File: config.mk
export PLATFORM = sky130hd
export DESIGN_NAME = cnn_top
export DESIGN_NICKNAME = d
export VERILOG_FILES = /design/src/hw/cnn_pkg.sv /design/src/hw/conv_array.sv /design/src/hw/pool_lane.sv /design/src/hw/fc_engine.sv /design/src/hw/cnn_top.sv
export SDC_FILE = /design/constraint.sdc
export NUM_CORES = 2
export LEC_CHECK = 0
export ABC_AREA = 0
export BUFFER_PORTS_ARGS = -buffer_cell sky130_fd_sc_hd__buf_4
export CORE_AREA = 8 8 649 651
export CTS_BUF_LIST = sky130_fd_sc_hd__clkbuf_4
export DETAILED_ROUTE_END_ITERATION = 10
export DIE_AREA = 0 0 657 659
export SKIP_CTS_REPAIR_TIMING = 1
export SYNTH_ARGS = -nofsm -noshare
export SYNTH_HDL_FRONTEND = slang
export SYNTH_HIERARCHICAL = 1
export SYNTH_SLANG_ARGS = --single-unit
File: constraint.sdc
create_clock -name clk -period 24.3 [get_ports clk]
set_input_delay 2.43 -clock clk [delete_from_list [all_inputs] [get_ports clk]]
set_output_delay 2.43 -clock clk [all_outputs]
set_load 0.02 [all_outputs]
File: src/hw/cnn_pkg.sv
package cnn_pkg;

    //////////////////////////////////////////////////////////////////////
    // Sizes
    //////////////////////////////////////////////////////////////////////

    localparam int LANES      = 4;
    localparam int DATA_W     = 8;
    localparam int ACC_W      = 20;
    localparam int QSHIFT     = 4;
    localparam int CONV_AW    = 9;
    localparam int POOL_AW    = 6;
    localparam int FC_IN_MAX  = 16;
    localparam int FC_OUT_MAX = 8;

    localparam int DATA_MAX = 2 ** (DATA_W - 1) - 1;
    localparam int DATA_MIN = -(2 ** (DATA_W - 1));

    //////////////////////////////////////////////////////////////////////
    // Types
    //////////////////////////////////////////////////////////////////////

    typedef logic signed [DATA_W-1:0] data_t;
    typedef logic [POOL_AW-1:0] pool_addr_t;

    // Encoded on the 2-bit request port of the top level
    typedef enum logic [1:0] {
        OP_IDLE = 2'd0,
        OP_CONV = 2'd1,
        OP_FC   = 2'd2
    } op_e;

    typedef enum logic [1:0] {
        CS_IDLE,
        CS_MAC,
        CS_EMIT
    } conv_state_e;

    typedef enum logic [1:0] {
        FS_IDLE,
        FS_MAC,
        FS_EMIT
    } fc_state_e;

    // Arithmetic shift by QSHIFT, then clamp into a signed byte
    function automatic data_t requant(input logic signed [ACC_W-1:0] acc);
        logic signed [ACC_W-1:0] shifted;
        shifted = acc >>> QSHIFT;
        if (shifted > DATA_MAX) begin
            return data_t'(DATA_MAX);
        end
        if (shifted < DATA_MIN) begin
            return data_t'(DATA_MIN);
        end
        return data_t'(shifted);
    endfunction

endpackage

File: src/hw/conv_array.sv
module conv_array (
    input  logic                         clk,
    input  logic                         rst_n_i,
    input  logic                         start_i,
    input  logic [1:0]                   nth_conv_i,
    input  logic [3:0]                   ofmap_size_i,
    input  logic                         wea_i,
    input  logic [cnn_pkg::CONV_AW-1:0]  addra_i,
    input  cnn_pkg::data_t               dia_i,
    output logic                         conv_valid_o,
    output cnn_pkg::data_t               conv_data_o [cnn_pkg::LANES],
    output logic [3:0]                   conv_row_o,
    output logic [3:0]                   conv_col_o
);

    cnn_pkg::data_t weight_mem [64];
    cnn_pkg::data_t ifmap_mem [256];

    cnn_pkg::conv_state_e state_q;
    logic [1:0] tap_q;
    logic [3:0] row_q;
    logic [3:0] col_q;
    logic [3:0] size_q;
    logic [1:0] nth_q;

    logic signed [cnn_pkg::ACC_W-1:0] acc_q [cnn_pkg::LANES];

    logic [7:0] side;
    logic [7:0] pix_row;
    logic [7:0] pix_col;
    logic [7:0] pix_addr;
    cnn_pkg::data_t pixel;
    cnn_pkg::data_t lane_w [cnn_pkg::LANES];
    logic last_col;
    logic last_px;

    //////////////////////////////////////////////////////////////////////
    // Load port
    //////////////////////////////////////////////////////////////////////

    // Bit 8 picks the ifmap region, otherwise the 64-byte weight region
    always_ff @(posedge clk) begin
        if (wea_i) begin
            if (addra_i[8]) begin
                ifmap_mem[addra_i[7:0]] <= dia_i;
            end else begin
                weight_mem[addra_i[5:0]] <= dia_i;
            end
        end
    end

    //////////////////////////////////////////////////////////////////////
    // Tap addressing
    //////////////////////////////////////////////////////////////////////

    // Taps are row-major, so bit 1 is the row offset and bit 0 the column
    always_comb begin
        side     = {4'd0, size_q} + 8'd1;
        pix_row  = {4'd0, row_q} + {7'd0, tap_q[1]};
        pix_col  = {4'd0, col_q} + {7'd0, tap_q[0]};
        pix_addr = pix_row * side + pix_col;
        pixel    = ifmap_mem[pix_addr];
        for (int l = 0; l < cnn_pkg::LANES; l++) begin
            lane_w[l] = weight_mem[{nth_q, l[1:0], tap_q}];
        end
        last_col = col_q == size_q - 4'd1;
        last_px  = last_col && (row_q == size_q - 4'd1);
    end

    //////////////////////////////////////////////////////////////////////
    // Sequencer
    //////////////////////////////////////////////////////////////////////

    always_ff @(posedge clk or negedge rst_n_i) begin
        if (!rst_n_i) begin
            state_q      <= cnn_pkg::CS_IDLE;
            tap_q        <= 2'd0;
            row_q        <= 4'd0;
            col_q        <= 4'd0;
            conv_valid_o <= 1'b0;
        end else begin
            conv_valid_o <= 1'b0;
            case (state_q)
                cnn_pkg::CS_IDLE: begin
                    if (start_i) begin
                        state_q <= cnn_pkg::CS_MAC;
                        tap_q   <= 2'd0;
                        row_q   <= 4'd0;
                        col_q   <= 4'd0;
                    end
                end
                cnn_pkg::CS_MAC: begin
                    tap_q <= tap_q + 2'd1;
                    if (tap_q == 2'd3) begin
                        state_q <= cnn_pkg::CS_EMIT;
                    end
                end
                cnn_pkg::CS_EMIT: begin
                    conv_valid_o <= 1'b1;
                    if (last_px) begin
                        state_q <= cnn_pkg::CS_IDLE;
                    end else begin
                        state_q <= cnn_pkg::CS_MAC;
                        if (last_col) begin
                            col_q <= 4'd0;
                            row_q <= row_q + 4'd1;
                        end else begin
                            col_q <= col_q + 4'd1;
                        end
                    end
                end
                default: state_q <= cnn_pkg::CS_IDLE;
            endcase
        end
    end

    // All lanes share one pixel per MAC cycle
    always_ff @(posedge clk) begin
        if (state_q == cnn_pkg::CS_IDLE && start_i) begin
            size_q <= ofmap_size_i;
            nth_q  <= nth_conv_i;
        end
        if (state_q == cnn_pkg::CS_MAC) begin
            for (int l = 0; l < cnn_pkg::LANES; l++) begin
                acc_q[l] <= (tap_q == 2'd0) ? pixel * lane_w[l]
                                            : acc_q[l] + pixel * lane_w[l];
            end
        end
        if (state_q == cnn_pkg::CS_EMIT) begin
            for (int l = 0; l < cnn_pkg::LANES; l++) begin
                conv_data_o[l] <= cnn_pkg::requant(acc_q[l]);
            end
            conv_row_o <= row_q;
            conv_col_o <= col_q;
        end
    end

endmodule

File: src/hw/pool_lane.sv
module pool_lane (
    input  logic                 clk,
    input  logic                 rst_n_i,
    input  logic                 start_i,
    input  logic [3:0]           ofmap_size_i,
    input  logic                 conv_valid_i,
    input  cnn_pkg::data_t       conv_data_i,
    input  logic [3:0]           conv_row_i,
    input  logic [3:0]           conv_col_i,
    output logic                 pool_valid_o,
    output logic                 pool_last_o,
    output cnn_pkg::data_t       pool_result_o,
    output cnn_pkg::pool_addr_t  pool_result_address_o
);

    logic active_q;
    logic [3:0] size_q;
    cnn_pkg::data_t pair_q;
    cnn_pkg::data_t row_buf [7];

    logic take;
    logic final_px;
    logic start_ok;
    logic [2:0] buf_idx;
    cnn_pkg::data_t relu;
    cnn_pkg::data_t pair_max;
    cnn_pkg::data_t pool_max;
    cnn_pkg::pool_addr_t addr_next;

    always_comb begin
        take     = conv_valid_i && active_q;
        final_px = take && (conv_row_i == size_q - 4'd1) && (conv_col_i == size_q - 4'd1);
        // A new run may start in the same cycle the final pixel arrives
        start_ok = start_i && (!active_q || final_px);
        buf_idx  = conv_col_i[3:1];
        relu     = conv_data_i[cnn_pkg::DATA_W-1] ? '0 : conv_data_i;
        pair_max = (relu > pair_q) ? relu : pair_q;
        pool_max = (row_buf[buf_idx] > pair_max) ? row_buf[buf_idx] : pair_max;
        addr_next = cnn_pkg::pool_addr_t'(conv_row_i[3:1]) * cnn_pkg::pool_addr_t'(size_q[3:1])
                  + cnn_pkg::pool_addr_t'(conv_col_i[3:1]);
    end

    always_ff @(posedge clk or negedge rst_n_i) begin
        if (!rst_n_i) begin
            active_q     <= 1'b0;
            pool_valid_o <= 1'b0;
            pool_last_o  <= 1'b0;
        end else begin
            if (start_ok) begin
                active_q <= 1'b1;
            end else if (final_px) begin
                active_q <= 1'b0;
            end
            pool_valid_o <= take && conv_row_i[0] && conv_col_i[0];
            pool_last_o  <= final_px;
        end
    end

    // Even rows fill the buffer, odd rows close each 2x2 window
    always_ff @(posedge clk) begin
        if (start_ok) begin
            size_q <= ofmap_size_i;
        end
        if (take && !conv_col_i[0]) begin
            pair_q <= relu;
        end
        if (take && conv_col_i[0] && !conv_row_i[0]) begin
            row_buf[buf_idx] <= pair_max;
        end
        if (take && conv_col_i[0] && conv_row_i[0]) begin
            pool_result_o         <= pool_max;
            pool_result_address_o <= addr_next;
        end
    end

endmodule

File: src/hw/fc_engine.sv
module fc_engine (
    input  logic            clk,
    input  logic            rst_n_i,
    input  logic            start_i,
    input  logic [4:0]      in_node_num_i,
    input  logic [3:0]      out_node_num_i,
    input  logic            wbuf_wren_i,
    input  logic [6:0]      wbuf_addr_i,
    input  cnn_pkg::data_t  wbuf_wdata_i,
    input  logic            ifmap_wren_i,
    input  logic [3:0]      ifmap_wrptr_i,
    input  cnn_pkg::data_t  ifmap_wdata_i,
    output logic            fc_valid_o,
    output logic            fc_last_o,
    output cnn_pkg::data_t  fc_result_o
);

    cnn_pkg::data_t wbuf [cnn_pkg::FC_IN_MAX * cnn_pkg::FC_OUT_MAX];
    cnn_pkg::data_t ibuf [cnn_pkg::FC_IN_MAX];

    cnn_pkg::fc_state_e state_q;
    logic [3:0] idx_q;
    logic [2:0] node_q;
    logic [4:0] in_num_q;
    logic [3:0] out_num_q;
    logic signed [cnn_pkg::ACC_W-1:0] acc_q;

    logic last_in;
    logic last_node;

    //////////////////////////////////////////////////////////////////////
    // Buffers
    //////////////////////////////////////////////////////////////////////

    always_ff @(posedge clk) begin
        if (wbuf_wren_i) begin
            wbuf[wbuf_addr_i] <= wbuf_wdata_i;
        end
        if (ifmap_wren_i) begin
            ibuf[ifmap_wrptr_i] <= ifmap_wdata_i;
        end
    end

    //////////////////////////////////////////////////////////////////////
    // Dot-product sequencer
    //////////////////////////////////////////////////////////////////////

    always_comb begin
        last_in   = {1'b0, idx_q} == in_num_q - 5'd1;
        last_node = {1'b0, node_q} == out_num_q - 4'd1;
    end

    always_ff @(posedge clk or negedge rst_n_i) begin
        if (!rst_n_i) begin
            state_q    <= cnn_pkg::FS_IDLE;
            idx_q      <= 4'd0;
            node_q     <= 3'd0;
            fc_valid_o <= 1'b0;
            fc_last_o  <= 1'b0;
        end else begin
            fc_valid_o <= 1'b0;
            fc_last_o  <= 1'b0;
            case (state_q)
                cnn_pkg::FS_IDLE: begin
                    if (start_i) begin
                        state_q <= cnn_pkg::FS_MAC;
                        idx_q   <= 4'd0;
                        node_q  <= 3'd0;
                    end
                end
                cnn_pkg::FS_MAC: begin
                    idx_q <= idx_q + 4'd1;
                    if (last_in) begin
                        state_q <= cnn_pkg::FS_EMIT;
                    end
                end
                cnn_pkg::FS_EMIT: begin
                    fc_valid_o <= 1'b1;
                    fc_last_o  <= last_node;
                    idx_q      <= 4'd0;
                    node_q     <= node_q + 3'd1;
                    state_q    <= last_node ? cnn_pkg::FS_IDLE : cnn_pkg::FS_MAC;
                end
                default: state_q <= cnn_pkg::FS_IDLE;
            endcase
        end
    end

    // Weight of node j and input i lives at j*16 + i
    always_ff @(posedge clk) begin
        if (state_q == cnn_pkg::FS_IDLE && start_i) begin
            in_num_q  <= in_node_num_i;
            out_num_q <= out_node_num_i;
        end
        if (state_q == cnn_pkg::FS_MAC) begin
            acc_q <= (idx_q == 4'd0) ? ibuf[idx_q] * wbuf[{node_q, idx_q}]
                                     : acc_q + ibuf[idx_q] * wbuf[{node_q, idx_q}];
        end
        if (state_q == cnn_pkg::FS_EMIT) begin
            fc_result_o <= cnn_pkg::requant(acc_q);
        end
    end

endmodule

File: src/hw/cnn_top.sv
module cnn_top (
    input  logic                         clk,
    input  logic                         rst_n_i,

    input  cnn_pkg::op_e                 op_i,
    input  logic [1:0]                   nth_conv_i,
    input  logic [3:0]                   ofmap_size_i,
    input  logic [4:0]                   in_node_num_i,
    input  logic [3:0]                   out_node_num_i,

    input  logic                         wea_i,
    input  logic [cnn_pkg::CONV_AW-1:0]  addra_i,
    input  cnn_pkg::data_t               dia_i,

    input  logic                         wbuf_wren_i,
    input  logic [6:0]                   wbuf_addr_i,
    input  cnn_pkg::data_t               wbuf_wdata_i,
    input  logic                         ifmap_wren_i,
    input  logic [3:0]                   ifmap_wrptr_i,
    input  cnn_pkg::data_t               ifmap_wdata_i,

    output logic                         fc_valid_o,
    output logic                         fc_last_o,
    output cnn_pkg::data_t               fc_result_o,

    output logic                         pool_valid_o [cnn_pkg::LANES],
    output logic                         pool_last_o [cnn_pkg::LANES],
    output cnn_pkg::data_t               pool_result_o [cnn_pkg::LANES],
    output cnn_pkg::pool_addr_t          pool_result_address_o [cnn_pkg::LANES]
);

    logic start_conv;
    logic start_fc;
    logic fc_busy_q;
    logic fc_busy;

    logic conv_valid;
    cnn_pkg::data_t conv_data [cnn_pkg::LANES];
    logic [3:0] conv_row;
    logic [3:0] conv_col;

    // Each block ignores its strobe while busy, and a conv request is
    // dropped while the FC engine is running
    always_comb begin
        fc_busy    = fc_busy_q && !fc_last_o;
        start_conv = (op_i == cnn_pkg::OP_CONV) && !fc_busy;
        start_fc   = op_i == cnn_pkg::OP_FC;
    end

    // Follows the FC engine, which is idle again once fc_last_o is high
    always_ff @(posedge clk or negedge rst_n_i) begin
        if (!rst_n_i) begin
            fc_busy_q <= 1'b0;
        end else begin
            fc_busy_q <= start_fc || fc_busy;
        end
    end

    //////////////////////////////////////////////////////////////////////
    // Convolution and pooling
    //////////////////////////////////////////////////////////////////////

    conv_array u_conv_array (
        .clk          (clk),
        .rst_n_i      (rst_n_i),
        .start_i      (start_conv),
        .nth_conv_i   (nth_conv_i),
        .ofmap_size_i (ofmap_size_i),
        .wea_i        (wea_i),
        .addra_i      (addra_i),
        .dia_i        (dia_i),
        .conv_valid_o (conv_valid),
        .conv_data_o  (conv_data),
        .conv_row_o   (conv_row),
        .conv_col_o   (conv_col)
    );

    for (genvar l = 0; l < cnn_pkg::LANES; l++) begin : g_pool
        pool_lane u_pool_lane (
            .clk                   (clk),
            .rst_n_i               (rst_n_i),
            .start_i               (start_conv),
            .ofmap_size_i          (ofmap_size_i),
            .conv_valid_i          (conv_valid),
            .conv_data_i           (conv_data[l]),
            .conv_row_i            (conv_row),
            .conv_col_i            (conv_col),
            .pool_valid_o          (pool_valid_o[l]),
            .pool_last_o           (pool_last_o[l]),
            .pool_result_o         (pool_result_o[l]),
            .pool_result_address_o (pool_result_address_o[l])
        );
    end

    //////////////////////////////////////////////////////////////////////
    // Fully connected
    //////////////////////////////////////////////////////////////////////

    fc_engine u_fc_engine (
        .clk            (clk),
        .rst_n_i        (rst_n_i),
        .start_i        (start_fc),
        .in_node_num_i  (in_node_num_i),
        .out_node_num_i (out_node_num_i),
        .wbuf_wren_i    (wbuf_wren_i),
        .wbuf_addr_i    (wbuf_addr_i),
        .wbuf_wdata_i   (wbuf_wdata_i),
        .ifmap_wren_i   (ifmap_wren_i),
        .ifmap_wrptr_i  (ifmap_wrptr_i),
        .ifmap_wdata_i  (ifmap_wdata_i),
        .fc_valid_o     (fc_valid_o),
        .fc_last_o      (fc_last_o),
        .fc_result_o    (fc_result_o)
    );

endmodule

==> flow_metrics.py <==
metrics = {
    "run_status": {
        "status": "completed",
    },
    "die": {
        "io_pins": 140,
        "core_mm2": 0.411,
        "die-area_mm2": 0.433,
        "start_util": 0.448,
        "die_x_um": 657,
        "placementRows": 236,
        "die_h_um": 659,
    },
    "clocking": {
        "numCtsBuffers": 1169,
        "cts_sinks": 4204,
        "cts_tree": "done",
        "clock_path_buffers": 5,
        "clk_latency_ps": 1670,
        "htree_num_levels": 7,
        "clock-root-buffer": "clkbuf_4",
        "clk_pin_slew_ps": 60,
    },
    "yosys": {
        "synth_cells": 9974,
        "ys_seq_elements": 4204,
        "synth_top_family_by_area": "multiplexers",
        "synth_edf_count": 4167,
        "synth_seq_area_share": 0.685,
        "synth_cell_types": 82,
        "synth.net_count": 10700,
        "synth_flop_cell": "edfxtp_1",
        "synth.area.mux_share": 0.152,
        "async_flop_share": 0.00880,
        "postSynthAreaPerCell_um2": 18.5,
        "synth-simple-area-share": 0.0427,
        "ys_warn_count": 6,
        "synth_area_mm2": 0.184,
        "synth_compound_area_frac": 0.0267,
        "synth_fa_ha_area_frac": 0.0592,
        "synthXorXnorAreaFrac": 0.0103,
    },
    "timing": {
        "hold_viol": 0,
        "fin_crit_ps": 13800,
        "final_max_slew_viol_count": 0,
        "setup_viol": 0,
        "max_slew.worst_pin.slew_ps": 1290,
        "timing.final.crit_share": 0.568,
        "clock.fmax_mhz": 72.4,
        "maxSlewHeadroom": 0.134,
        "finalClockSkew_ps": 240,
        "rsz0062_at_grt": "false",
        "fin_tns_setup_ps": 0,
    },
    "global_route": {
        "grt_util_met1": 0.281,
        "grt_max_degree": 189,
        "grt_pass1_wl_um": 659000,
        "grt_util_met3": 0.0434,
        "grt_use_met2": 0.323,
        "antenna_found_initial": 11,
        "grt_pass1_vias": 102000,
        "gr-total-overflow": 0,
        "busiest_layer": "met2",
        "grt_use_total": 0.203,
    },
    "drt": {
        "drt_first_iter_violations": 9269,
        "via_per_inst": 5.66,
        "vias": 97100,
        "drcViolationCount": 0,
        "dr.pass1.iters": 6,
        "final_antenna_net_count": 0,
        "wl_per_cell_um": 25.7,
        "wl_um": 441000,
    },
    "setup_path": {
        "cp_slowest_cell": "fa_4",
        "critPathCaptureType": "flip-flop",
        "critPathMaxFanout": 98,
        "slowest_delay_ps": 1200,
        "cp-start-kind": "flip-flop",
        "path_class": "reg2reg",
        "cp.required_ps": 25470,
        "arrival_ps": 14970,
    },
    "placed_design": {
        "io_buffers": 135,
        "gp_congestion": 0.807,
        "place_hpwl_um": 270000,
    },
    "flow_run": {
        "maxCapViolations": 0,
    },
    "cells_and_area": {
        "final_cell_mix": "edfxtp_1 (4167), clkbuf_4 (1635), mux4_2 (1128)",
        "layout-drive-gt1-share": 0.280,
        "nets": 11800,
        "layout_commonest_cell": "edfxtp_1",
        "area_delta_synth_final_pct": 11.4,
    },
    "worst_hold_path": {
        "hold_path.class": "reg2reg",
    },
}
## metal layers
layer	vias up	share of wire
met1	50900	0.43
met3	749	0.068
met5	-	0.000061
met2	3639	0.48
li1	41900	-
met4	4	0.024
## sequential cells by signal (all words and copies together) (netlist names), 4 cells and up
name,cells
g_pool.u_pool_lane/pool_result_address_o,24
u_fc_engine/fc_result_o,8
g_pool.u_pool_lane/pool_last_o,4
u_fc_engine/in_num_q,5
u_fc_engine/idx_q,4
u_conv_array/row_q,4
g_pool.u_pool_lane/size_q,16
u_fc_engine/wbuf,1024
u_conv_array/conv_col_o,4
u_conv_array/size_q,4
g_pool.u_pool_lane/row_buf,196
u_conv_array/acc_q,80
u_fc_engine/out_num_q,4
u_conv_array/conv_row_o,4
u_conv_array/col_q,4
u_fc_engine/acc_q,20
g_pool.u_pool_lane/pair_q,28
g_pool.u_pool_lane/pool_result_o,28
g_pool.u_pool_lane/active_q,4
u_conv_array/weight_mem,512
g_pool.u_pool_lane/pool_valid_o,4
u_conv_array/conv_data_o,32
u_conv_array/ifmap_mem,2048
u_fc_engine/ibuf,128
## worst paths after layout
path,start,endpoint,slack (ps),cells past startpoint
worst max-delay path,u_conv_array/tap_q[1]$_DFFE_PN0P_,u_conv_array/acc_q[3][19]$_DFFE_PP_,10500,34
worst min-delay path,fc_busy_q$_DFF_PN0_,fc_busy_q$_DFF_PN0_,530,2
worst max register to register,u_conv_array/tap_q[1]$_DFFE_PN0P_,u_conv_array/acc_q[3][19]$_DFFE_PP_,10500,34
worst min register to register,fc_busy_q$_DFF_PN0_,fc_busy_q$_DFF_PN0_,530,2
max in group asynchronous,rst_n_i,u_conv_array/tap_q[0]$_DFFE_PN0P_,22720,1
min in group asynchronous,rst_n_i,u_fc_engine/node_q[1]$_DFFE_PN0P_,900,1
## Yosys cell counts, types with 10 or more instances
| library cell | n | area share |
|---|---|---|
| o21ai_1 | 16 | 0.00044 |
| buf_4 | 30 | 0.0012 |
| nor4_1 | 14 | 0.00048 |
| edfxtp_1 | 4167 | 0.68 |
| xor2_1 | 77 | 0.0037 |
| o22ai_1 | 22 | 0.00075 |
| nand2_1 | 377 | 0.0077 |
| nor2_1 | 662 | 0.014 |
| buf_1 | 46 | 0.00094 |
| o211ai_1 | 23 | 0.00094 |
| mux4_2 | 1128 | 0.14 |
| a21o_1 | 59 | 0.0024 |
| fa_1 | 308 | 0.034 |
| o31ai_1 | 19 | 0.00077 |
| a211oi_1 | 30 | 0.0012 |
| and2_1 | 221 | 0.0075 |
| a22oi_1 | 10 | 0.00041 |
| nor3_1 | 61 | 0.0017 |
| a221oi_1 | 22 | 0.0010 |
| o21ai_0 | 147 | 0.0040 |
| mux2i_1 | 191 | 0.010 |
| a31oi_1 | 21 | 0.00071 |
| dfrtp_1 | 37 | 0.0050 |
| buf_2 | 134 | 0.0036 |
| o221ai_1 | 10 | 0.00048 |
| xnor2_1 | 136 | 0.0065 |
| nand3_1 | 96 | 0.0026 |
| and3_1 | 15 | 0.00051 |
| a21oi_1 | 178 | 0.0048 |
| inv_1 | 610 | 0.012 |
| nand4_1 | 33 | 0.0011 |
| mux2_2 | 54 | 0.0033 |
| nand2b_1 | 64 | 0.0022 |
| o21a_1 | 58 | 0.0024 |
| o21bai_1 | 31 | 0.0013 |
| a22o_1 | 13 | 0.00062 |
| or3_1 | 27 | 0.00092 |
| buf_6 | 28 | 0.0017 |
| nor2b_1 | 88 | 0.0030 |
| ha_1 | 378 | 0.026 |
| clkbuf_1 | 199 | 0.0041 |
| a311oi_1 | 16 | 0.00076 |
## worst max-delay path, delay by kind of cell (launching register included)
family	cells	cell delay [ps]
and+or+nand+nor	3	620
muxes	6	2940
xor gates and xnor gates	2	290
AOI/OAI and AO/OA	7	1910
buffers and inverters	8	2410
DFF	1	630
adders and majority gates	8	4250
## kinds of logic after synthesis
group / count (synthesis)
simple gates: 1698
mux: 1374
flops: 4204
xor+xnor: 214
other cells: 4
compound gates: 741
fa+ha+maj: 686
buf+inv: 1053
## stage by stage
stage          utilization  setup slack [ps]  hold slack (ps)  std cells  cell area [um2]
3_3_place_gp         0.466             10440              488      15300           191000
3_5_place_dp         0.466             10520              527      15300           191000
2_1_floorplan            -             13520              420       9974           184000
6_report             0.499             10500              527      17200           205000
4_1_cts              0.499             10530              532      17200           205000
5_1_grt              0.499              9690              555      17200           205000
## final cells by class
type	count	area, um2
diodes	19	47.5
clock buffers	1635	12300
clock inverters	219	1340
fillers	34000	206000
inverters	613	2300
multi-input cells	4717	53800
flip-flops and latches	4204	126000
well taps	5474	6850
repair buffers	293	2330
Power is left out: the tool's default activity adds up to more than one toggle a clock period on the data nets, which glitch-free logic cannot reach.
